===== src/hdl/ucstats_pkg.sv =====
/* uC stats bridge definitions */
package ucstats_pkg;

   // --------------------------------------------------
   // datapath widths
   // --------------------------------------------------
   localparam int uc_byte_w   = 8;
   localparam int stat_addr_w = 10;
   localparam int stat_data_w = 32;
   localparam int uc_addr_w   = 16;
   // words per stat bank
   localparam int stat_words  = 1 << stat_addr_w;

   // --------------------------------------------------
   // uC address fields
   // --------------------------------------------------
   // set for a write, clear for a read
   localparam int uc_wr_bit = 15;
   // space select, bits 11:10
   localparam int space_hi  = 11;
   localparam int space_lo  = 10;
   localparam logic [1:0] space_stat = 2'b00;
   localparam logic [1:0] space_fpga = 2'b01;

   // fpga register space offsets
   localparam logic [stat_addr_w-1:0] reg_interval_done = 10'd1;
   localparam logic [stat_addr_w-1:0] reg_coolcode      = 10'd2;

   localparam logic [stat_data_w-1:0] coolcode_value = 32'hc001_c0de;
   // returned for any read outside the decoded space
   localparam logic [stat_data_w-1:0] bad_read_value = 32'hdead_beef;

   // --------------------------------------------------
   // state encodings
   // --------------------------------------------------
   typedef enum logic [4:0] {
      st_idle       = 5'h00, st_addr0      = 5'h01, st_addr1      = 5'h02,
      st_addr_dec   = 5'h03, st_data0      = 5'h04, st_data0_b    = 5'h05,
      st_data1      = 5'h06, st_data2      = 5'h07, st_data3      = 5'h08,
      st_wr_ram     = 5'h09, st_rd_ram     = 5'h0a, st_rd_master  = 5'h0b,
      st_rd_master2 = 5'h0c, st_rd_drive0  = 5'h0d, st_rd_drive1  = 5'h0e,
      st_rd_drive2  = 5'h0f, st_rd_drive3  = 5'h10, st_early_done = 5'h11,
      st_rd_done    = 5'h12, st_done       = 5'h13, st_invalid_wr = 5'h14,
      st_error      = 5'h1f
   } uc_state_t;

   typedef enum logic [2:0] {
      bk_idle          = 3'h0,
      bk_writing       = 3'h1,
      bk_interval_done = 3'h2,
      bk_update        = 3'h3,
      bk_error         = 3'h7
   } bank_state_t;

endpackage

===== src/hdl/ucstats_ifs.sv =====
/* uC bridge internal interfaces */


// uC side port of the stat RAM
interface stat_ram_if import ucstats_pkg::*; ();
   logic                   wr_en;
   logic [stat_addr_w-1:0] addr;
   logic [stat_data_w-1:0] wr_data;
   // registered, one cycle after addr
   logic [stat_data_w-1:0] rd_data;
   // pulse when a full interval has been written
   logic                   interval_done;

   modport fsm (
      output wr_en, addr, wr_data, interval_done,
      input  rd_data
   );

   modport ram (
      input  wr_en, addr, wr_data,
      output rd_data
   );

   // bank swap control only watches writes and interval end
   modport mon (
      input  wr_en, interval_done
   );
endinterface


===== src/hdl/bank_sel_ctrl.sv =====
/* stat bank swap control */
`timescale 1ns/1ns

module bank_sel_ctrl import ucstats_pkg::*; (
   input  logic    clk,
   input  logic    uc_rst_n,
   stat_ram_if.mon mon,
   input  logic    le_req,
   input  logic    le_done,
   output logic    le_gnt,
   output logic    bank_sel
);

   bank_state_t state;
   logic        le_reading_q;
   logic        le_reading;

   // --------------------------------------------------
   // link engine read tracking
   // --------------------------------------------------
   // open from req until the done pulse
   always_ff @(posedge clk or negedge uc_rst_n) begin
      if (!uc_rst_n) begin
         le_reading_q <= 1'b0;
         le_gnt       <= 1'b0;
      end else begin
         le_reading_q <= le_req ? 1'b1 : le_done ? 1'b0 : le_reading_q;
         // grant is the request one cycle later
         le_gnt       <= le_req;
      end
   end

   // a pending request already locks the bank
   assign le_reading = le_reading_q | le_req;

   // --------------------------------------------------
   // swap state machine
   // --------------------------------------------------
   always_ff @(posedge clk or negedge uc_rst_n) begin
      if (!uc_rst_n) begin
         state <= bk_idle;
      end else begin
         case (state)
            bk_idle:          state <= mon.interval_done ? bk_interval_done :
                                       mon.wr_en ? bk_writing : bk_idle;
            bk_writing:       state <= mon.interval_done ? bk_interval_done : bk_writing;
            // hold while the link engine reads, a new write restarts the interval
            bk_interval_done: state <= le_reading ? bk_interval_done :
                                       mon.wr_en ? bk_writing : bk_update;
            bk_update:        state <= bk_idle;
            default:          state <= bk_error;
         endcase
      end
   end

   // 1 means uC owns bank 1
   always_ff @(posedge clk or negedge uc_rst_n) begin
      if (!uc_rst_n) begin
         bank_sel <= 1'b0;
      end else if (state == bk_update) begin
         bank_sel <= ~bank_sel;
      end
   end

endmodule


===== src/flat_wrapper.sv =====
// flat-port wrapper written by rule: the top's interface ports become plain ports
module bank_sel_ctrl_flat import ucstats_pkg::*;
  (clk, uc_rst_n, le_req, le_done, le_gnt, bank_sel, mon_wr_en, mon_interval_done);
  stat_ram_if mon_i ();
  input  logic clk;
  input  logic uc_rst_n;
  input  logic le_req;
  input  logic le_done;
  output logic le_gnt;
  output logic bank_sel;
  input wire logic [$bits(mon_i.wr_en)-1:0] mon_wr_en;
  input wire logic [$bits(mon_i.interval_done)-1:0] mon_interval_done;
  assign mon_i.wr_en = mon_wr_en;
  assign mon_i.interval_done = mon_interval_done;
  bank_sel_ctrl u_core (.clk(clk), .uc_rst_n(uc_rst_n), .mon(mon_i), .le_req(le_req), .le_done(le_done), .le_gnt(le_gnt), .bank_sel(bank_sel));
endmodule

===== config.mk =====
export PLATFORM = sky130hd
export DESIGN_NAME = bank_sel_ctrl_flat
export DESIGN_NICKNAME = d
export VERILOG_FILES = /design/src/hdl/ucstats_pkg.sv /design/src/hdl/ucstats_ifs.sv /design/src/hdl/bank_sel_ctrl.sv /design/src/flat_wrapper.sv
export SDC_FILE = /design/constraint.sdc
export NUM_CORES = 1
export LEC_CHECK = 0
export BUFFER_PORTS_ARGS = -buffer_cell sky130_fd_sc_hd__buf_2
export CORE_AREA = 2 2 39 41
export DETAILED_ROUTE_END_ITERATION = 6
export DIE_AREA = 0 0 41 43
export PLACE_DENSITY = 0.46
export SLEW_MARGIN = 0
export SYNTH_ARGS = -nofsm -noshare
export SYNTH_HDL_FRONTEND = slang
export SYNTH_SLANG_ARGS = --single-unit

===== constraint.sdc =====
create_clock -name clk -period 1.19 [get_ports clk]
set_clock_uncertainty 0.15 [all_clocks]
set_input_delay 0.238 -clock clk [delete_from_list [all_inputs] [get_ports clk]]
set_output_delay 0.238 -clock clk [all_outputs]
set_load 0.05 [all_outputs]

==> results.yml <==
logic_synthesis:
  synth_most_common_cell: "dfrtp_1"
  synth_common_cells: "6 x dfrtp_1, 3 x inv_1"
  synthCells: 19
  ys_seq_area_share_pct: 64.17
  synth_cell_type_count: 12
  postSynthAreaPerCell_um2: 12.31
  syn_area_um2: 234.0
  synthesis.nets: 25
  yosys-top-cells-area: "dfrtp_1 64%, inv_1 4.8%, or4b_1 4.3%"
  synth_edf_count: 0
  ys_ff_latch: 6
  synth_top_area_share_pct: 64.17
  yosysTopAreaCell: "dfrtp_1"
  yosys_warnings: 0
  async_flop_share_pct: 100.0
  synthFlopType: "dfrtp_1"
job:
  cap_violations: 0
detailed_routing:
  drt-vias-per-instance: 4.102
  vias: 201
  dr.pass1.iters: 2
  wire_per_inst_um: 10.35
  ant_nets: 0
  initialDrtViolationCount: 9
  wirelength_um: 507
  drc: 0
clock_tree:
  cts.sinks: 6
  cts_tree: "done"
  cts_made_buffers: 3
  cts_buffer_depth: 2
  clk-insertion-delay-late_ns: 0.25
  cts_root_buf: "clkbuf_4"
  path_clk_slew_ns: 0.05
  cts_max_level: 1
sta:
  min_period_over_period_pct: 106.2
  period_needed_ns: 1.264
  slew_violations: 0
  setup_viol: 1
  slew_headroom_pct: 81.74
  timing.final.ws_setup_ns: -0.07405
  rsz0062_at_grt: "yes"
  final-hold-violation-count: 0
  fmax_ghz: 0.7911
  worstMarginPinSlew_ns: 0.2705
grt:
  gr-total-overflow: 0
  grt_use_total_pct: 7.273
  grt_max_degree: 7
  antenna_found_initial: 0
  grt_pass1_vias: 196
  grt_pass1_wl_um: 772
placed_design:
  gp_congestion: 0.6114
  portBuffers: 7
  post-dp-hpwl_um: 358.4
  dpl_cell_area_um2: 307.8
power:
  power_uw: 761.9
  leakagePower_nw: 0.1756
  p_per_area_mw_per_mm2: 2071
  vdd_drop_max_uv: 693.6
critical_path:
  crit_type: "reg2reg"
  cp_max_fo: 2
  crit_arrival_ns: 1.26
  worstSetupStartpointType: "register"
  critPathRequiredTime_ns: 1.18
  end_kind: "register"
cells_and_area:
  drive_above_1_share_pct: 45.45
  fin_nets: 41
  area_delta_synth_final_pct: 57.22
  final_area_um2: 367.9
  antenna_cells: 0
status:
  violations: "negative setup slack"
  status: "finished, violations left"
floorplanning:
  core_area_mm2: 0.001384
  dieHeight_um: 43
  die_w_um: 41
  initial_core_util_pct: 16.91
  die_area_mm2: 0.001763
  ios: 8
  row_count: 14
min_path:
  hold_class: "in2reg"
layout by cell type (no fill, tap or decap):
cell type      Yosys  layout
buf_4              0       4
o311ai_2           0       1
nor3b_1            1       1
nand2b_1           1       1
a21o_1             1       1
or4b_1             1       1
nor2_1             1       1
nand3b_1           1       1
dlygate4sd3_1      0       1
buf_2              0       5
dfrtp_1            6       6
xnor2_1            1       1
o311ai_0           1       1
clkbuf_4           0       3
inv_1              3       3
buf_6              0       2
logic make-up after synthesis:
| kind of cell | synth area share, % |
|---|---|
| and+or+nand+nor | 14.98 |
| buffers and inverters | 6.415 |
| DFF | 64.17 |
| xor gates and xnor gates | 3.744 |
| AOI/OAI and AO/OA | 10.70 |
worst max-delay path: stages, from the launching register on:
cell and delay, ns:
dfrtp_1 0.39, or4b_1 0.53, o311ai_2 0.09
path summary, 6_finish.rpt:
kind                                   end  cells past startpoint                 from  slack [ns]
max reg2reg                u_core.state[0]                      2  u_core.le_reading_q       -0.07
min reg2reg                u_core.state[2]                      0      u_core.state[2]        0.24
min in group asynchronous  u_core.bank_sel                      2             uc_rst_n        0.19
max in group asynchronous  u_core.state[1]                      2             uc_rst_n        0.56
min                          u_core.le_gnt                      2               le_req        0.07
max                        u_core.state[0]                      2  u_core.le_reading_q       -0.07
layout make-up:
cell class / count / area, um^2
fillers: 144 / 1016
flip-flops and latches: 6 / 150.1
repair buffers: 12 / 87.58
multi-input cells: 9 / 76.32
clock buffers: 3 / 22.52
well taps: 16 / 20.02
inverters: 3 / 11.26
metal layers:
| layer | vias to the layer above | part of all wire (%) | track usage (%) |
|---|---|---|---|
| met5 | - | 0 | 0 |
| met2 | 10 | 44 | 8.125 |
| met1 | 97 | 44 | 8.525 |
| met3 | 0 | 13 | 5.759 |
| met4 | 0 | 0 | 6.000 |
| li1 | 94 | - | - |
what timing repair did:
item | in CTS | in global routing
hold buffers | 1 | 0
resized for setup | 3 | 2
pin swaps | 0 | 0
gates cloned | 0 | 0
setup endpoints to repair | 3 | 3
hold endpoints to repair | 6 | 0
buffers inserted | 0 | 1
flip-flops by register name (all words and copies together) (netlist names):
| signal | cells |
|---|---|
| u_core.le_gnt | 1 |
| u_core.le_reading_q | 1 |
| u_core.bank_sel | 1 |
| u_core.state | 3 |
metrics by stage:
stage          setup slack (ns)  util (%)  hold WS, ns  TNS (ns)  std cells
6_report               -0.07405     26.58      0.07259  -0.07405         49
5_1_grt                 -0.1161     26.58      0.06917   -0.1262         49
4_1_cts                -0.03996     25.23      0.06117  -0.04868         48
3_5_place_dp           -0.01711     22.24     -0.07866  -0.01711         44
3_3_place_gp           0.007058     22.24     -0.08099         0         44
2_1_floorplan           0.01456         -      -0.2076         0         19
power by group:
group	internal [mW]	switching [mW]
combinational	0.144	0.138
sequential	0.255	0.0340
clock	0.114	0.0769
(Power assumes the default switching activity.)
