## config.mk

```make
export PLATFORM = sky130hd
export DESIGN_NAME = uc_sync_front_flat
export DESIGN_NICKNAME = d
export VERILOG_FILES = /design/src/hdl/ucstats_pkg.sv /design/src/hdl/ucstats_ifs.sv /design/src/hdl/uc_sync_front.sv /design/src/hdl/uc_debounce.sv /design/src/flat_wrapper.sv
export SDC_FILE = /design/constraint.sdc
export NUM_CORES = 1
export LEC_CHECK = 0
export ABC_AREA = 1
export BUFFER_PORTS_ARGS = -buffer_cell sky130_fd_sc_hd__buf_2
export CORE_UTILIZATION = 50
export CTS_CLUSTER_DIAMETER = 60
export DETAILED_ROUTE_END_ITERATION = 10
export GPL_ROUTABILITY_DRIVEN = 0
export PLACE_DENSITY = 0.85
export SLEW_MARGIN = 15
export SYNTH_ARGS = -nofsm -noshare
export SYNTH_HDL_FRONTEND = slang
export SYNTH_SLANG_ARGS = --single-unit
```

## constraint.sdc

```tcl
create_clock -name clk -period 1.4 [get_ports clk]
set_input_delay 0.07 -clock clk [delete_from_list [all_inputs] [get_ports clk]]
set_output_delay 0.07 -clock clk [all_outputs]
set_load 0.01 [all_outputs]
```

## src/hdl/ucstats_pkg.sv

```systemverilog
/* uC stats bridge definitions */
package ucstats_pkg;

   // --------------------------------------------------
   // datapath widths
   // --------------------------------------------------
   localparam int uc_byte_w   = 8;
   localparam int stat_addr_w = 10;
   localparam int stat_data_w = 32;
   localparam int uc_addr_w   = 16;
   // words per stat bank
   localparam int stat_words  = 1 << stat_addr_w;

   // --------------------------------------------------
   // uC address fields
   // --------------------------------------------------
   // set for a write, clear for a read
   localparam int uc_wr_bit = 15;
   // space select, bits 11:10
   localparam int space_hi  = 11;
   localparam int space_lo  = 10;
   localparam logic [1:0] space_stat = 2'b00;
   localparam logic [1:0] space_fpga = 2'b01;

   // fpga register space offsets
   localparam logic [stat_addr_w-1:0] reg_interval_done = 10'd1;
   localparam logic [stat_addr_w-1:0] reg_coolcode      = 10'd2;

   localparam logic [stat_data_w-1:0] coolcode_value = 32'hc001_c0de;
   // returned for any read outside the decoded space
   localparam logic [stat_data_w-1:0] bad_read_value = 32'hdead_beef;

   // --------------------------------------------------
   // state encodings
   // --------------------------------------------------
   typedef enum logic [4:0] {
      st_idle       = 5'h00, st_addr0      = 5'h01, st_addr1      = 5'h02,
      st_addr_dec   = 5'h03, st_data0      = 5'h04, st_data0_b    = 5'h05,
      st_data1      = 5'h06, st_data2      = 5'h07, st_data3      = 5'h08,
      st_wr_ram     = 5'h09, st_rd_ram     = 5'h0a, st_rd_master  = 5'h0b,
      st_rd_master2 = 5'h0c, st_rd_drive0  = 5'h0d, st_rd_drive1  = 5'h0e,
      st_rd_drive2  = 5'h0f, st_rd_drive3  = 5'h10, st_early_done = 5'h11,
      st_rd_done    = 5'h12, st_done       = 5'h13, st_invalid_wr = 5'h14,
      st_error      = 5'h1f
   } uc_state_t;

   typedef enum logic [2:0] {
      bk_idle          = 3'h0,
      bk_writing       = 3'h1,
      bk_interval_done = 3'h2,
      bk_update        = 3'h3,
      bk_error         = 3'h7
   } bank_state_t;

endpackage
```

## src/hdl/ucstats_ifs.sv

```systemverilog
/* uC bridge internal interfaces */
`timescale 1ns/1ns

// conditioned uC bus, clk domain
interface uc_line_if import ucstats_pkg::*; ();
   logic                 cs;
   logic                 master;
   logic [uc_byte_w-1:0] data;
   // one cycle pulses on debounced valid edges
   logic                 valid_rise;
   logic                 valid_fall;

   modport front (
      output cs, master, data, valid_rise, valid_fall
   );

   modport fsm (
      input  cs, master, data, valid_rise, valid_fall
   );
endinterface


```

## src/hdl/uc_sync_front.sv

```systemverilog
/* uC bus input conditioning */
`timescale 1ns/1ns

module uc_sync_front import ucstats_pkg::*; (
   input  logic                 clk,
   input  logic                 uc_rst_n,
   input  logic                 uc_cs,
   input  logic                 uc_valid,
   input  logic                 uc_master,
   input  logic [uc_byte_w-1:0] uc_data_in,
   uc_line_if.front             bus
);

   // {cs, valid, master, data} through a two flop synchronizer
   logic [uc_byte_w+2:0] meta_q;
   logic [uc_byte_w+2:0] sync_q;
   logic                 valid_db;
   logic                 valid_q;

   always_ff @(posedge clk or negedge uc_rst_n) begin
      if (!uc_rst_n) begin
         meta_q <= '0;
         sync_q <= '0;
      end else begin
         meta_q <= {uc_cs, uc_valid, uc_master, uc_data_in};
         sync_q <= meta_q;
      end
   end

   // --------------------------------------------------
   // debounce of the three control lines
   // --------------------------------------------------
   uc_debounce u_cs_db (
      .clk       (clk),
      .uc_rst_n  (uc_rst_n),
      .level_in  (sync_q[uc_byte_w+2]),
      .level_out (bus.cs)
   );

   uc_debounce u_valid_db (
      .clk       (clk),
      .uc_rst_n  (uc_rst_n),
      .level_in  (sync_q[uc_byte_w+1]),
      .level_out (valid_db)
   );

   uc_debounce u_master_db (
      .clk       (clk),
      .uc_rst_n  (uc_rst_n),
      .level_in  (sync_q[uc_byte_w]),
      .level_out (bus.master)
   );

   // valid edge detect
   always_ff @(posedge clk or negedge uc_rst_n) begin
      if (!uc_rst_n) begin
         valid_q <= 1'b0;
      end else begin
         valid_q <= valid_db;
      end
   end

   // data is held well past the valid edge, no debounce needed
   assign bus.data       = sync_q[uc_byte_w-1:0];
   assign bus.valid_rise = valid_db & ~valid_q;
   assign bus.valid_fall = ~valid_db & valid_q;

endmodule

```

## src/hdl/uc_debounce.sv

```systemverilog
/* control line debounce */
`timescale 1ns/1ns

module uc_debounce (
   input  logic clk,
   input  logic uc_rst_n,
   input  logic level_in,
   output logic level_out
);

   // last sampled input level
   logic level_q;

   always_ff @(posedge clk or negedge uc_rst_n) begin
      if (!uc_rst_n) begin
         level_q   <= 1'b0;
         level_out <= 1'b0;
      end else begin
         level_q <= level_in;
         // new level must be seen on two consecutive samples
         if (level_in == level_q) begin
            level_out <= level_in;
         end
      end
   end

endmodule

```

## src/flat_wrapper.sv

```systemverilog
// flat-port wrapper written by rule: the top's interface ports become plain ports
module uc_sync_front_flat import ucstats_pkg::*;
  (clk, uc_rst_n, uc_cs, uc_valid, uc_master, uc_data_in, bus_cs, bus_master, bus_data, bus_valid_rise, bus_valid_fall);
  uc_line_if bus_i ();
  input  logic clk;
  input  logic uc_rst_n;
  input  logic uc_cs;
  input  logic uc_valid;
  input  logic uc_master;
  input  logic [uc_byte_w-1:0] uc_data_in;
  output wire logic [$bits(bus_i.cs)-1:0] bus_cs;
  output wire logic [$bits(bus_i.master)-1:0] bus_master;
  output wire logic [$bits(bus_i.data)-1:0] bus_data;
  output wire logic [$bits(bus_i.valid_rise)-1:0] bus_valid_rise;
  output wire logic [$bits(bus_i.valid_fall)-1:0] bus_valid_fall;
  assign bus_cs = bus_i.cs;
  assign bus_master = bus_i.master;
  assign bus_data = bus_i.data;
  assign bus_valid_rise = bus_i.valid_rise;
  assign bus_valid_fall = bus_i.valid_fall;
  uc_sync_front u_core (.clk(clk), .uc_rst_n(uc_rst_n), .uc_cs(uc_cs), .uc_valid(uc_valid), .uc_master(uc_master), .uc_data_in(uc_data_in), .bus(bus_i));
endmodule
```

==> reports/qor.yml <==
run_status:
  outcome: "finished clean"
setup_path:
  worstSetupStartpointType: "flip-flop"
  r2r_slack_ns: 0.72
  crit_path_end: "bus_valid_rise"
  path_class: "reg -> out"
  r2r-start: "u_core.sync_q[9]"
  cp.required_ns: 1.33
  rr_endpoint: "u_core.u_valid_db.level_out"
  critPathMaxFanout: 3
  crit_family: "flip-flops"
  reg2regPathDepth: 2
  max_stage_delay_ns: 0.37
  crit_buf_inv: 2
  cp.depth: 3
  cp_cell_sequence: "inv_1 > nor2_1 > buf_2"
  cp.arrival_ns: 0.94
  startpoint: "u_core.u_valid_db.level_out"
  endpoint_kind: "primary output"
  critPathSlowestCell: "dfrtp_1"
timing:
  min_period_ns: 1.012
  tightestPinTransition_ns: 0.5864
  finClkSkew_ns: 0.005430
  setup_viol: 0
  fmax_mhz: 988.3
  slew_violations: 0
  finalCritPeriodShare: 0.7228
  finalSetupTns_ns: 0
  hold_viol: 0
  rsz0062_at_grt: "no"
  max-slew-margin-rel: 0.6091
synthesis:
  synth_warnings: 0
  syn-instance-count: 44
  ys_ff_latch: 29
  synth_area_um2: 785.8
  yosysTopAreaCell: "dfrtp_1"
  syn_area_per_cell_um2: 17.86
  yosys.area.top_type_share: 0.9236
  synth_fp_nets: 57
  synth_area_leaders: "dfrtp_1, nor2_1, a21oi_1, inv_1, nand2_1"
  yosysUniqueCellTypes: 5
  ys_seq_area_frac: 0.9236
route:
  wl_um: 1261
  drc: 0
  num_vias: 447
  drt_iter0_markers: 10
  antenna_left: 0
  dr.pass1.iters: 4
  routed_via_density: 4.340
  wl_per_cell_um: 12.24
cts:
  clk_pin_slew_ns: 0.08
  cts_made_buffers: 5
  root_buffer: "clkbuf_4"
  cts_buffer_depth: 2
  ctsResizeCount: 0
  clk_latency_ns: 0.30
  cts.sinks: 29
  htreeDepth: 2
  tritoncts: "done"
global_routing:
  grt_max_degree: 30
  grt_pass1_vias: 465
  antenna_found_initial: 0
  track_usage: 0.1752
  grt_pass1_wl_um: 2118
  grt_overflow_total: 0
cells_and_area:
  nNetsFinal: 100
  n_antenna_cell: 0
  area_growth_pct: 39.17
  n_fill_cell: 74
  drive_above_1_share: 0.3295
  finalNonFillerCells: 103
place:
  placed_cells: 83
  hpwl_um: 687.7
  portBuffers: 24
floorplanning:
  die_w_um: 41.64
  core_mm2: 0.001383
  dieArea_mm2: 0.001734
  die_h_um: 41.64
  row_count: 13
  ios: 25
  initial_core_util: 0.5683
power:
  internal_power_mw: 1.144
  seq_power_share: 0.619
  clkPwrFrac: 0.304
  vdd_drop_max_uv: 961.7
  p_comb_frac: 0.077
  p_leak_nw: 0.5521
  switching_share: 0.2181
  power_density_mw_per_mm2: 1338
  power.switching_mw: 0.3191
flow_run:
  maxCapViolations: 0
worst_hold_path:
  hp-class: "in -> async"
cell families (layout without fill, tap and decap cells):
family | Yosys count | count (layout) | synth area share
and+or+nand+nor | 8 | 8 | 0.03822
AOI/OAI and AO/OA | 3 | 3 | 0.01910
buffers and inverters | 4 | 48 | 0.01910
DFF | 29 | 29 | 0.9236
registers in the layout (all words and copies together) (netlist names):
register	count
u_core.u_master_db.level_q	1
u_core.u_valid_db.level_out	1
u_core.u_master_db.level_out	1
u_core.u_cs_db.level_q	1
u_core.sync_q	11
u_core.u_valid_db.level_q	1
u_core.u_cs_db.level_out	1
u_core.valid_q	1
u_core.meta_q	11
cell usage after synthesis:
library cell  number
nor2_1             5
a21oi_1            3
inv_1              4
nand2_1            3
dfrtp_1           29
layout make-up:
| type | instances | area, um^2 | area share |
|---|---|---|---|
| clock buffers | 8 | 48.80 | 0.04462 |
| well taps | 15 | 18.77 | 0.01716 |
| inverters | 4 | 15.01 | 0.01373 |
| repair buffers | 36 | 240.2 | 0.2197 |
| flip-flops and latches | 29 | 725.7 | 0.6636 |
| multi-input cells | 11 | 45.04 | 0.04119 |
cells in the final DEF, fill, tap and decap left out:
cell type / synthesis / routed
dfrtp_1: 29 / 29
buf_2: 0 / 24
nand2_1: 3 / 3
dlygate4sd3_1: 0 / 12
clkbuf_4: 0 / 5
inv_1: 4 / 4
a21oi_1: 3 / 3
nor2_1: 5 / 5
clkbuf_1: 0 / 3
routing by layer:
layer | track usage | vias to the layer above | share of wire
met5 | 0 | - | 0
met4 | 0.03871 | 0 | 0
met3 | 0.09565 | 0 | 0.067
met2 | 0.2688 | 16 | 0.50
met1 | 0.2222 | 212 | 0.43
li1 | - | 219 | -
power by group through the flow:
stage | clock [mW] | sequential (mW) | combinational (mW)
final | 0.445 | 0.906 | 0.113
after CTS | 0.454 | 0.907 | 0.113
after detailed placement | 0 | 0.923 | 0.0868
after global placement | 0 | 0.919 | 0.0843
after global routing | 0.508 | 0.911 | 0.125
after floorplan | 0 | 0.929 | 0.0199
stage by stage:
step / hold slack [ns] / setup slack [ns] / power [mW] / utilization / area [um^2]
after detailed placement: 0.1039 / 0.7035 / 1.010 / 0.6688 / 924.6
after floorplan: -0.2256 / 0.7830 / 0.9492 / - / 785.8
after global routing: 0.3616 / 0.3150 / 1.545 / 0.7910 / 1094
after global placement: 0.09393 / 0.7402 / 1.003 / 0.6688 / 924.6
final: 0.3145 / 0.3881 / 1.464 / 0.7910 / 1094
after CTS: 0.3319 / 0.3627 / 1.474 / 0.7910 / 1094
how the worst min path moves through the flow:
stage,start,endpoint,slack [ns],cells past startpoint
6_report,uc_rst_n,u_core.meta_q[9],0.31,2
5_1_grt,uc_rst_n,u_core.sync_q[5],0.36,2
4_1_cts,uc_rst_n,u_core.sync_q[2],0.33,2
3_5_place_dp,uc_rst_n,u_core.meta_q[9],0.10,1
3_3_place_gp,uc_rst_n,u_core.meta_q[0],0.09,1
2_1_floorplan,uc_rst_n,u_core.meta_q[0],-0.23,0
repair_timing:
action	4_1_cts	5_1_grt
hold endpoints to repair	40	0
hold buffers	12	0
buffers inserted	0	0
(Power assumes the default switching activity.)
