===== src/hdl/ucstats_pkg.sv =====
/* uC stats bridge definitions */
package ucstats_pkg;

   // --------------------------------------------------
   // datapath widths
   // --------------------------------------------------
   localparam int uc_byte_w   = 8;
   localparam int stat_addr_w = 10;
   localparam int stat_data_w = 32;
   localparam int uc_addr_w   = 16;
   // words per stat bank
   localparam int stat_words  = 1 << stat_addr_w;

   // --------------------------------------------------
   // uC address fields
   // --------------------------------------------------
   // set for a write, clear for a read
   localparam int uc_wr_bit = 15;
   // space select, bits 11:10
   localparam int space_hi  = 11;
   localparam int space_lo  = 10;
   localparam logic [1:0] space_stat = 2'b00;
   localparam logic [1:0] space_fpga = 2'b01;

   // fpga register space offsets
   localparam logic [stat_addr_w-1:0] reg_interval_done = 10'd1;
   localparam logic [stat_addr_w-1:0] reg_coolcode      = 10'd2;

   localparam logic [stat_data_w-1:0] coolcode_value = 32'hc001_c0de;
   // returned for any read outside the decoded space
   localparam logic [stat_data_w-1:0] bad_read_value = 32'hdead_beef;

   // --------------------------------------------------
   // state encodings
   // --------------------------------------------------
   typedef enum logic [4:0] {
      st_idle       = 5'h00, st_addr0      = 5'h01, st_addr1      = 5'h02,
      st_addr_dec   = 5'h03, st_data0      = 5'h04, st_data0_b    = 5'h05,
      st_data1      = 5'h06, st_data2      = 5'h07, st_data3      = 5'h08,
      st_wr_ram     = 5'h09, st_rd_ram     = 5'h0a, st_rd_master  = 5'h0b,
      st_rd_master2 = 5'h0c, st_rd_drive0  = 5'h0d, st_rd_drive1  = 5'h0e,
      st_rd_drive2  = 5'h0f, st_rd_drive3  = 5'h10, st_early_done = 5'h11,
      st_rd_done    = 5'h12, st_done       = 5'h13, st_invalid_wr = 5'h14,
      st_error      = 5'h1f
   } uc_state_t;

   typedef enum logic [2:0] {
      bk_idle          = 3'h0,
      bk_writing       = 3'h1,
      bk_interval_done = 3'h2,
      bk_update        = 3'h3,
      bk_error         = 3'h7
   } bank_state_t;

endpackage

===== src/hdl/ucstats_ifs.sv =====
/* uC bridge internal interfaces */
`timescale 1ns/1ns

// conditioned uC bus, clk domain
interface uc_line_if import ucstats_pkg::*; ();
   logic                 cs;
   logic                 master;
   logic [uc_byte_w-1:0] data;
   // one cycle pulses on debounced valid edges
   logic                 valid_rise;
   logic                 valid_fall;

   modport front (
      output cs, master, data, valid_rise, valid_fall
   );

   modport fsm (
      input  cs, master, data, valid_rise, valid_fall
   );
endinterface

// uC side port of the stat RAM
interface stat_ram_if import ucstats_pkg::*; ();
   logic                   wr_en;
   logic [stat_addr_w-1:0] addr;
   logic [stat_data_w-1:0] wr_data;
   // registered, one cycle after addr
   logic [stat_data_w-1:0] rd_data;
   // pulse when a full interval has been written
   logic                   interval_done;

   modport fsm (
      output wr_en, addr, wr_data, interval_done,
      input  rd_data
   );

   modport ram (
      input  wr_en, addr, wr_data,
      output rd_data
   );

   // bank swap control only watches writes and interval end
   modport mon (
      input  wr_en, interval_done
   );
endinterface


===== src/hdl/uc_xfer_fsm.sv =====
/* uC register transfer FSM */
`timescale 1ns/1ns

module uc_xfer_fsm import ucstats_pkg::*; (
   input  logic                 clk,
   input  logic                 uc_rst_n,
   uc_line_if.fsm               bus,
   stat_ram_if.fsm              ram,
   output logic [uc_byte_w-1:0] uc_data_out,
   output logic                 uc_data_out_val
);

   uc_state_t              state;
   logic [uc_addr_w-1:0]   uc_addr;
   logic [stat_data_w-1:0] uc_data;
   logic [stat_data_w-1:0] rd_word;
   // stat RAM data lands the cycle after st_rd_ram
   logic                   rd_pending;
   logic                   cs_lost;
   logic                   is_wr;
   logic                   is_stat;
   logic                   is_intv;
   logic                   is_cool;
   logic                   invalid_addr;

   // --------------------------------------------------
   // address decode
   // --------------------------------------------------
   assign cs_lost = ~bus.cs;
   assign is_wr   = uc_addr[uc_wr_bit];
   assign is_stat = (uc_addr[space_hi:space_lo] == space_stat);
   assign is_intv = (uc_addr[space_hi:space_lo] == space_fpga) &&
                    (uc_addr[stat_addr_w-1:0] == reg_interval_done);
   assign is_cool = (uc_addr[space_hi:space_lo] == space_fpga) &&
                    (uc_addr[stat_addr_w-1:0] == reg_coolcode);
   // reserved bits 14:12, bit 11, or an fpga offset not legal for the direction
   assign invalid_addr = (|uc_addr[uc_wr_bit-1:space_hi+1]) || uc_addr[space_hi] ||
                         (!is_stat && (is_wr ? !is_intv : !is_cool));

   // --------------------------------------------------
   // transfer state machine
   // --------------------------------------------------
   always_ff @(posedge clk or negedge uc_rst_n) begin
      if (!uc_rst_n) begin
         state <= st_idle;
      end else begin
         case (state)
            st_idle:       state <= bus.cs ? st_addr0 : st_idle;
            st_addr0:      state <= cs_lost ? st_early_done :
                                    bus.valid_rise ? st_addr1 : st_addr0;
            st_addr1:      state <= cs_lost ? st_early_done :
                                    bus.valid_rise ? st_addr_dec : st_addr1;
            // bad write waits out CS and bad read returns the filler word
            st_addr_dec:   state <= cs_lost ? st_early_done :
                                    (invalid_addr && is_wr) ? st_invalid_wr :
                                    is_wr ? st_data0 :
                                    (invalid_addr || !is_stat) ? st_rd_master : st_rd_ram;
            st_data0:      state <= cs_lost ? st_early_done :
                                    bus.valid_rise ? st_data1 : st_data0;
            // later words of a burst end normally on CS negation
            st_data0_b:    state <= cs_lost ? st_done :
                                    bus.valid_rise ? st_data1 : st_data0_b;
            st_data1:      state <= cs_lost ? st_early_done :
                                    bus.valid_rise ? st_data2 : st_data1;
            st_data2:      state <= cs_lost ? st_early_done :
                                    bus.valid_rise ? st_data3 : st_data2;
            // interval register takes no RAM write
            st_data3:      state <= cs_lost ? st_early_done :
                                    !bus.valid_rise ? st_data3 :
                                    is_intv ? st_data0_b : st_wr_ram;
            st_wr_ram:     state <= st_data0_b;
            st_rd_ram:     state <= cs_lost ? st_early_done : st_rd_master;
            // wait for the falling edge so master is not sampled mid-handover
            st_rd_master:  state <= cs_lost ? st_early_done :
                                    bus.valid_fall ? st_rd_master2 : st_rd_master;
            st_rd_master2: state <= cs_lost ? st_early_done :
                                    !bus.master ? st_rd_drive0 : st_rd_master2;
            st_rd_drive0:  state <= cs_lost ? st_early_done :
                                    bus.valid_fall ? st_rd_drive1 : st_rd_drive0;
            st_rd_drive1:  state <= cs_lost ? st_early_done :
                                    bus.valid_fall ? st_rd_drive2 : st_rd_drive1;
            st_rd_drive2:  state <= cs_lost ? st_early_done :
                                    bus.valid_fall ? st_rd_drive3 : st_rd_drive2;
            st_rd_drive3:  state <= cs_lost ? st_early_done :
                                    bus.valid_fall ? st_rd_done : st_rd_drive3;
            st_invalid_wr: state <= cs_lost ? st_done : st_invalid_wr;
            st_rd_done:    state <= cs_lost ? st_done : st_rd_done;
            st_early_done: state <= st_idle;
            st_done:       state <= st_idle;
            // only reset leaves the error state
            default:       state <= st_error;
         endcase
      end
   end

   always_ff @(posedge clk or negedge uc_rst_n) begin
      if (!uc_rst_n) begin
         rd_pending <= 1'b0;
      end else begin
         rd_pending <= (state == st_rd_ram);
      end
   end

   // --------------------------------------------------
   // address and data assembly from the low byte up
   // --------------------------------------------------
   always_ff @(posedge clk) begin
      if (state == st_addr0 && bus.valid_rise) begin
         uc_addr[uc_byte_w-1:0] <= bus.data;
      end else if (state == st_addr1 && bus.valid_rise) begin
         uc_addr[uc_addr_w-1:uc_byte_w] <= bus.data;
      end else if (state == st_wr_ram) begin
         // next word of a burst goes to the next address
         uc_addr <= uc_addr + uc_addr_w'(1);
      end
   end

   always_ff @(posedge clk) begin
      if (bus.valid_rise) begin
         case (state)
            st_data0, st_data0_b: uc_data[7:0]   <= bus.data;
            st_data1:             uc_data[15:8]  <= bus.data;
            st_data2:             uc_data[23:16] <= bus.data;
            st_data3:             uc_data[31:24] <= bus.data;
            default:              uc_data        <= uc_data;
         endcase
      end
   end

   // fixed read values are loaded at decode time
   always_ff @(posedge clk) begin
      if (state == st_addr_dec && invalid_addr) begin
         rd_word <= bad_read_value;
      end else if (state == st_addr_dec && is_cool) begin
         rd_word <= coolcode_value;
      end else if (rd_pending) begin
         rd_word <= ram.rd_data;
      end
   end

   // --------------------------------------------------
   // RAM port and read byte drive
   // --------------------------------------------------
   assign ram.wr_en   = (state == st_wr_ram);
   assign ram.addr    = uc_addr[stat_addr_w-1:0];
   assign ram.wr_data = uc_data;
   // fourth byte of the interval register write
   assign ram.interval_done = (state == st_data3) && bus.cs && bus.valid_rise && is_intv;

   always_comb begin
      uc_data_out_val = 1'b1;
      case (state)
         st_rd_drive0: uc_data_out = rd_word[7:0];
         st_rd_drive1: uc_data_out = rd_word[15:8];
         st_rd_drive2: uc_data_out = rd_word[23:16];
         st_rd_drive3: uc_data_out = rd_word[31:24];
         default: begin
            uc_data_out_val = 1'b0;
            uc_data_out     = '0;
         end
      endcase
   end

endmodule


===== src/flat_wrapper.sv =====
// flat-port wrapper written by rule: the top's interface ports become plain ports
module uc_xfer_fsm_flat import ucstats_pkg::*;
  (clk, uc_rst_n, uc_data_out, uc_data_out_val, bus_cs, bus_master, bus_data, bus_valid_rise, bus_valid_fall, ram_wr_en, ram_addr, ram_wr_data, ram_interval_done, ram_rd_data);
  uc_line_if bus_i ();
  stat_ram_if ram_i ();
  input  logic clk;
  input  logic uc_rst_n;
  output logic [uc_byte_w-1:0] uc_data_out;
  output logic uc_data_out_val;
  input wire logic [$bits(bus_i.cs)-1:0] bus_cs;
  input wire logic [$bits(bus_i.master)-1:0] bus_master;
  input wire logic [$bits(bus_i.data)-1:0] bus_data;
  input wire logic [$bits(bus_i.valid_rise)-1:0] bus_valid_rise;
  input wire logic [$bits(bus_i.valid_fall)-1:0] bus_valid_fall;
  output wire logic [$bits(ram_i.wr_en)-1:0] ram_wr_en;
  output wire logic [$bits(ram_i.addr)-1:0] ram_addr;
  output wire logic [$bits(ram_i.wr_data)-1:0] ram_wr_data;
  output wire logic [$bits(ram_i.interval_done)-1:0] ram_interval_done;
  input wire logic [$bits(ram_i.rd_data)-1:0] ram_rd_data;
  assign bus_i.cs = bus_cs;
  assign bus_i.master = bus_master;
  assign bus_i.data = bus_data;
  assign bus_i.valid_rise = bus_valid_rise;
  assign bus_i.valid_fall = bus_valid_fall;
  assign ram_wr_en = ram_i.wr_en;
  assign ram_addr = ram_i.addr;
  assign ram_wr_data = ram_i.wr_data;
  assign ram_interval_done = ram_i.interval_done;
  assign ram_i.rd_data = ram_rd_data;
  uc_xfer_fsm u_core (.clk(clk), .uc_rst_n(uc_rst_n), .bus(bus_i), .ram(ram_i), .uc_data_out(uc_data_out), .uc_data_out_val(uc_data_out_val));
endmodule

===== config.mk =====
export PLATFORM = sky130hd
export DESIGN_NAME = uc_xfer_fsm_flat
export DESIGN_NICKNAME = d
export VERILOG_FILES = /design/src/hdl/ucstats_pkg.sv /design/src/hdl/ucstats_ifs.sv /design/src/hdl/uc_xfer_fsm.sv /design/src/flat_wrapper.sv
export SDC_FILE = /design/constraint.sdc
export NUM_CORES = 1
export LEC_CHECK = 0
export BUFFER_PORTS_ARGS = -buffer_cell sky130_fd_sc_hd__clkbuf_2
export CORE_MARGIN = 2
export CORE_UTILIZATION = 41
export CTS_CLUSTER_SIZE = 10
export DETAILED_ROUTE_END_ITERATION = 6
export PLACE_DENSITY = 0.67
export SLEW_MARGIN = 10
export SYNTH_ARGS = -nofsm -noshare
export SYNTH_HDL_FRONTEND = slang
export SYNTH_SLANG_ARGS = --single-unit

===== constraint.sdc =====
create_clock -name clk -period 2.6 [get_ports clk]
set_clock_uncertainty 0.1 [all_clocks]
set_input_delay 0.13 -clock clk [delete_from_list [all_inputs] [get_ports clk]]
set_output_delay 0.13 -clock clk [all_outputs]
set_load 0.05 [all_outputs]

==> metrics list <==
- Status: finished clean
* Drt via density: 5.37
- For flop-to-flop paths, the worst setup slack is between 0.3 and 0.4 ns.
- Number of buffer and inverter stages on the critical path: 2
* Critical path startpoint category: flip-flop
- Of the total synthesized cell area, the portion taken by full adders, half adders and majority gates is 0.00891.
* Total power density per cell area: 488 nW/µm²
- Distinct cell type count of the synthesized netlist: 58
- On the critical path the largest part of the delay comes from simple AND/OR/NAND/NOR gates.
- The die covers around 11000 µm².
- Via Count: roughly 3600
* Slew at the pin with the worst max-slew slack: ~0.67 ns
* Initial antenna violation count: 0
- Warning count from the yosys run: 0
* Port bufs: between 90 and 100
- Largest family of logic cells by synthesized area: simple AND/OR/NAND/NOR gates
* Average footprint of a synthesized cell: between 10 and 15 µm²
- Post-CTS setup-driven buffer insertion count: 0
* Final cycle utilization of the critical path: 0.943
- Of the total synthesized cell area, the portion taken by XOR and XNOR cells is 0.0291.
* Placer Congestion: 0.910
- Across the VDD grid, the largest voltage drop is 0.336 mV.
- The H-tree generated during clock tree synthesis spans 3 levels.
- Max-cap violations in this run came to 0.
- Share of final-layout standard cells stronger than drive strength 1: 0.271
* R2r endpoint: u_core.rd_word[9]
- Area growth, synth to finish: 28.5%
* Share of async-settable or async-resettable flops after synthesis: 0.0698
- Maximum clock frequency: between 400 and 500 MHz
- The worst hold path was traced through 3 stages.
* Final standard cell area without fillers: 5410 µm²
- Post-synth EDFFs: 48
- The final layout contains approximately 580 nets.
* Register-to-Register Path Depth: 4
- The max-slew violation total from the final report is 0.
* Final Total Pwr: around 2.6 mW
- Area of the core region: roughly 10000 µm²
- Setup violations remaining at the end of the flow were counted as 0.
- The tree is rooted in a sky130_fd_sc_hd__clkbuf_8.
- Setup Crit Path Kind: flip-flop to output port
- STA puts the critical path data arrival time at 2.22 ns.
- The count of nets left with antenna violations once routing finished came out at 0.
* Detailed placer's ending HPWL: 7.34 mm
- Number of standard-cell rows in the floorplan: 37
- The most used flip-flop cell after synthesis is sky130_fd_sc_hd__edfxtp_1.
- Violation count after the first detailed-routing iteration: about 310
- Path type of the worst min-delay path: input port to flip-flop
* Gate Count Post-Synth: between 400 and 500
- For this design the top-level I/O count stands at between 90 and 100.
- The via count of the first global-routing pass came to 3426.
* Net count after synthesis: around 450
* Max FO, Critical Path: 17
- Total CTS buffers: 9
- Overall routing resource usage: 0.194
- Worst-path clk slew: approximately 0.080 ns
- Fin. Hold Viols: 0
* Chip height: 105 µm
* DRC violation count after routing: 0
- Area share of the largest cell type after synthesis: 0.342
* Multiplexer share of the synthesized area: 0.0817
- Number of iterations in the first detailed-routing pass: 5
* Max stage delay on crit path: roughly 0.48 ns
- Lkg Pwr: roughly 2.1 nW
- Capturing element type of the critical path: output port
- The worst hold path begins at ram_rd_data[4].
* Starting density of the core: 0.416
* Top post-synthesis cells by area: sky130_fd_sc_hd__edfxtp_1 34%, sky130_fd_sc_hd__dfxtp_1 15%, sky130_fd_sc_hd__mux2i_1 7.4%
- On the critical path, the stage with the largest delay is an instance of sky130_fd_sc_hd__dfrtp_1.
- Dividing the detail-routed wire length by the instance count gives between 15 and 20 µm.
- Count of antenna diodes in the layout: 0
* Register area share after synthesis: 0.530
* Simple-gate area share of the yosys netlist: 0.154
- Number of sinks handled by clock tree synthesis: 86
- Crit path cell chain: buf_4, nor4_1, and2_2, a22oi_1, nand2_1, clkbuf_2
- The clock reaches the later pin of the worst-skew pair after between 0.3 and 0.4 ns.
- Compound-cell area share of the yosys netlist: 0.148
- Die width: between 100 and 150 µm
* Cell area after placement: ~4800 µm²
* Library cell with the largest summed area after synthesis: sky130_fd_sc_hd__edfxtp_1
- For hold timing, the worst endpoint is u_core.rd_word[4].
- Counting along the longest clock path gives a buffer depth of 2.
- The routed design has ~11 mm of wire.
- TritonCTS built the clock tree.
* Netlist area before placement: about 4200 µm²
- The first global-routing pass estimated approximately 17 mm of wire.
- Entering global routing, the biggest net connects 22 pins.
* Final critical delay including setup and external delays: approximately 2.5 ns
* Crit path required time: around 2.4 ns
- Register bit count reported by yosys: between 80 and 90
- Global route overflow: 0
* Max-slew headroom at the worst pin: 0.553
* Reg-to-Reg Start: u_core.state[1]
==> per-layer routing <==
| layer | GRT usage | part of all wire |
|---|---|---|
| met5 | 0 | 0 |
| met4 | 0.0886 | 0.021 |
| met3 | 0.0427 | 0.059 |
| met2 | 0.307 | 0.49 |
| met1 | 0.254 | 0.43 |
==> logic make-up (layout without fill, tap and decap cells) <==
| kind of cell | Yosys count | after routing |
|---|---|---|
| buffers and inverters | 41 | 175 |
| muxes | 34 | 34 |
| xor gates and xnor gates | 14 | 14 |
| and+or+nand+nor | 133 | 133 |
| AOI/OAI and AO/OA | 93 | 93 |
| adders and majority gates | 3 | 3 |
| DFF | 86 | 86 |
==> what timing repair did <==
| item | CTS | global route |
|---|---|---|
| resized for setup | 0 | 3 |
| hold endpoints to repair | 64 | 0 |
| setup endpoints to repair | 0 | 9 |
| hold buffers | 38 | 0 |
==> layout by cell type (no fill, tap or decap), types with 5 or more instances in the layout <==
cell	synthesis	final
sky130_fd_sc_hd__clkbuf_2	1	98
sky130_fd_sc_hd__edfxtp_1	48	48
sky130_fd_sc_hd__nand2_1	46	46
sky130_fd_sc_hd__dlygate4sd3_1	0	38
sky130_fd_sc_hd__nor2_1	37	37
sky130_fd_sc_hd__dfxtp_1	32	32
sky130_fd_sc_hd__mux2i_1	31	31
sky130_fd_sc_hd__o21ai_0	24	24
sky130_fd_sc_hd__a21oi_1	20	20
sky130_fd_sc_hd__a22oi_1	16	16
sky130_fd_sc_hd__buf_4	11	14
sky130_fd_sc_hd__nand3_1	11	11
sky130_fd_sc_hd__clkbuf_8	0	9
sky130_fd_sc_hd__inv_1	8	8
sky130_fd_sc_hd__xnor2_1	8	8
sky130_fd_sc_hd__nand2b_1	7	7
sky130_fd_sc_hd__xor2_1	6	6
sky130_fd_sc_hd__dfrtp_1	6	6
sky130_fd_sc_hd__nand4_1	5	5
==> worst max-delay path by stage <==
stage                               endpoint               from  slack (ns)  cells after the start
after global placement     ram_interval_done    u_core.state[0]        0.38                      4
after global routing          uc_data_out[2]    u_core.state[2]      -0.008                      6
final                         uc_data_out[2]    u_core.state[2]        0.15                      6
after detailed placement  u_core.rd_word[28]  u_core.uc_addr[2]        0.30                      5
after CTS                  ram_interval_done    u_core.state[0]        0.01                      4
after floorplan              u_core.state[2]    u_core.state[0]        0.22                      5
==> stage by stage <==
step / utilization / setup WS (ns) / hold WS [ns] / instances / setup TNS [ns]
finish: 0.534 / 0.147 / 0.0276 / 674 / 0
global route: 0.534 / -0.00796 / 0.0192 / 674 / -0.0125
CTS: 0.533 / 0.0124 / 0.0116 / 674 / 0
detailed placement: 0.476 / 0.301 / -0.120 / 620 / 0
global placement: 0.476 / 0.382 / -0.118 / 620 / 0
floorplan: - / 0.215 / -0.266 / 404 / 0
==> registers in the layout, indices dropped and copies added (netlist names) <==
register / count
u_core.rd_pending: 1
u_core.state: 5
u_core.uc_addr: 16
u_core.rd_word: 32
u_core.ram.wr_data: 32
==> worst register-to-register path: cells and delay by family (launching register included) <==
kind	cells	cell delay, ns
simple gates	3	1.28
compound gates	1	0.19
flops	1	0.55
==> layout make-up <==
| class | count | area, µm² |
|---|---|---|
| clock buffers | 9 | 124 |
| clock inverters | 7 | 65.1 |
| fillers | 906 | 4720 |
| inverters | 8 | 30.0 |
| multi-input cells | 277 | 1800 |
| flip-flops and latches | 86 | 2230 |
| well taps | 136 | 170 |
| repair buffers | 151 | 996 |
==> cell usage after synthesis, types with 3 or more instances <==
library cell / n
sky130_fd_sc_hd__dfrtp_1: 6
sky130_fd_sc_hd__mux2_2: 3
sky130_fd_sc_hd__buf_4: 11
sky130_fd_sc_hd__clkbuf_1: 17
sky130_fd_sc_hd__and2_1: 4
sky130_fd_sc_hd__dfxtp_1: 32
sky130_fd_sc_hd__nand3_1: 11
sky130_fd_sc_hd__xor2_1: 6
sky130_fd_sc_hd__xnor2_1: 8
sky130_fd_sc_hd__mux2i_1: 31
sky130_fd_sc_hd__o21ai_0: 24
sky130_fd_sc_hd__nand2b_1: 7
sky130_fd_sc_hd__o21a_1: 3
sky130_fd_sc_hd__nor2_1: 37
sky130_fd_sc_hd__a21oi_1: 20
sky130_fd_sc_hd__ha_1: 3
sky130_fd_sc_hd__o211ai_1: 3
sky130_fd_sc_hd__a211o_1: 3
sky130_fd_sc_hd__nand2_1: 46
sky130_fd_sc_hd__inv_1: 8
sky130_fd_sc_hd__edfxtp_1: 48
sky130_fd_sc_hd__a22oi_1: 16
sky130_fd_sc_hd__nand4_1: 5
sky130_fd_sc_hd__o22ai_1: 4
sky130_fd_sc_hd__nor2b_1: 3
==> power breakdown <==
part / internal (mW) / total (mW) / switching (mW)
Clock: 0.437 / 0.908 / 0.471
Combinational: 0.108 / 0.185 / 0.0768
Sequential: 1.51 / 1.55 / 0.0422
Total: 2.05 / 2.64 / 0.590
Note: power is estimated with default switching activity, not from simulation.
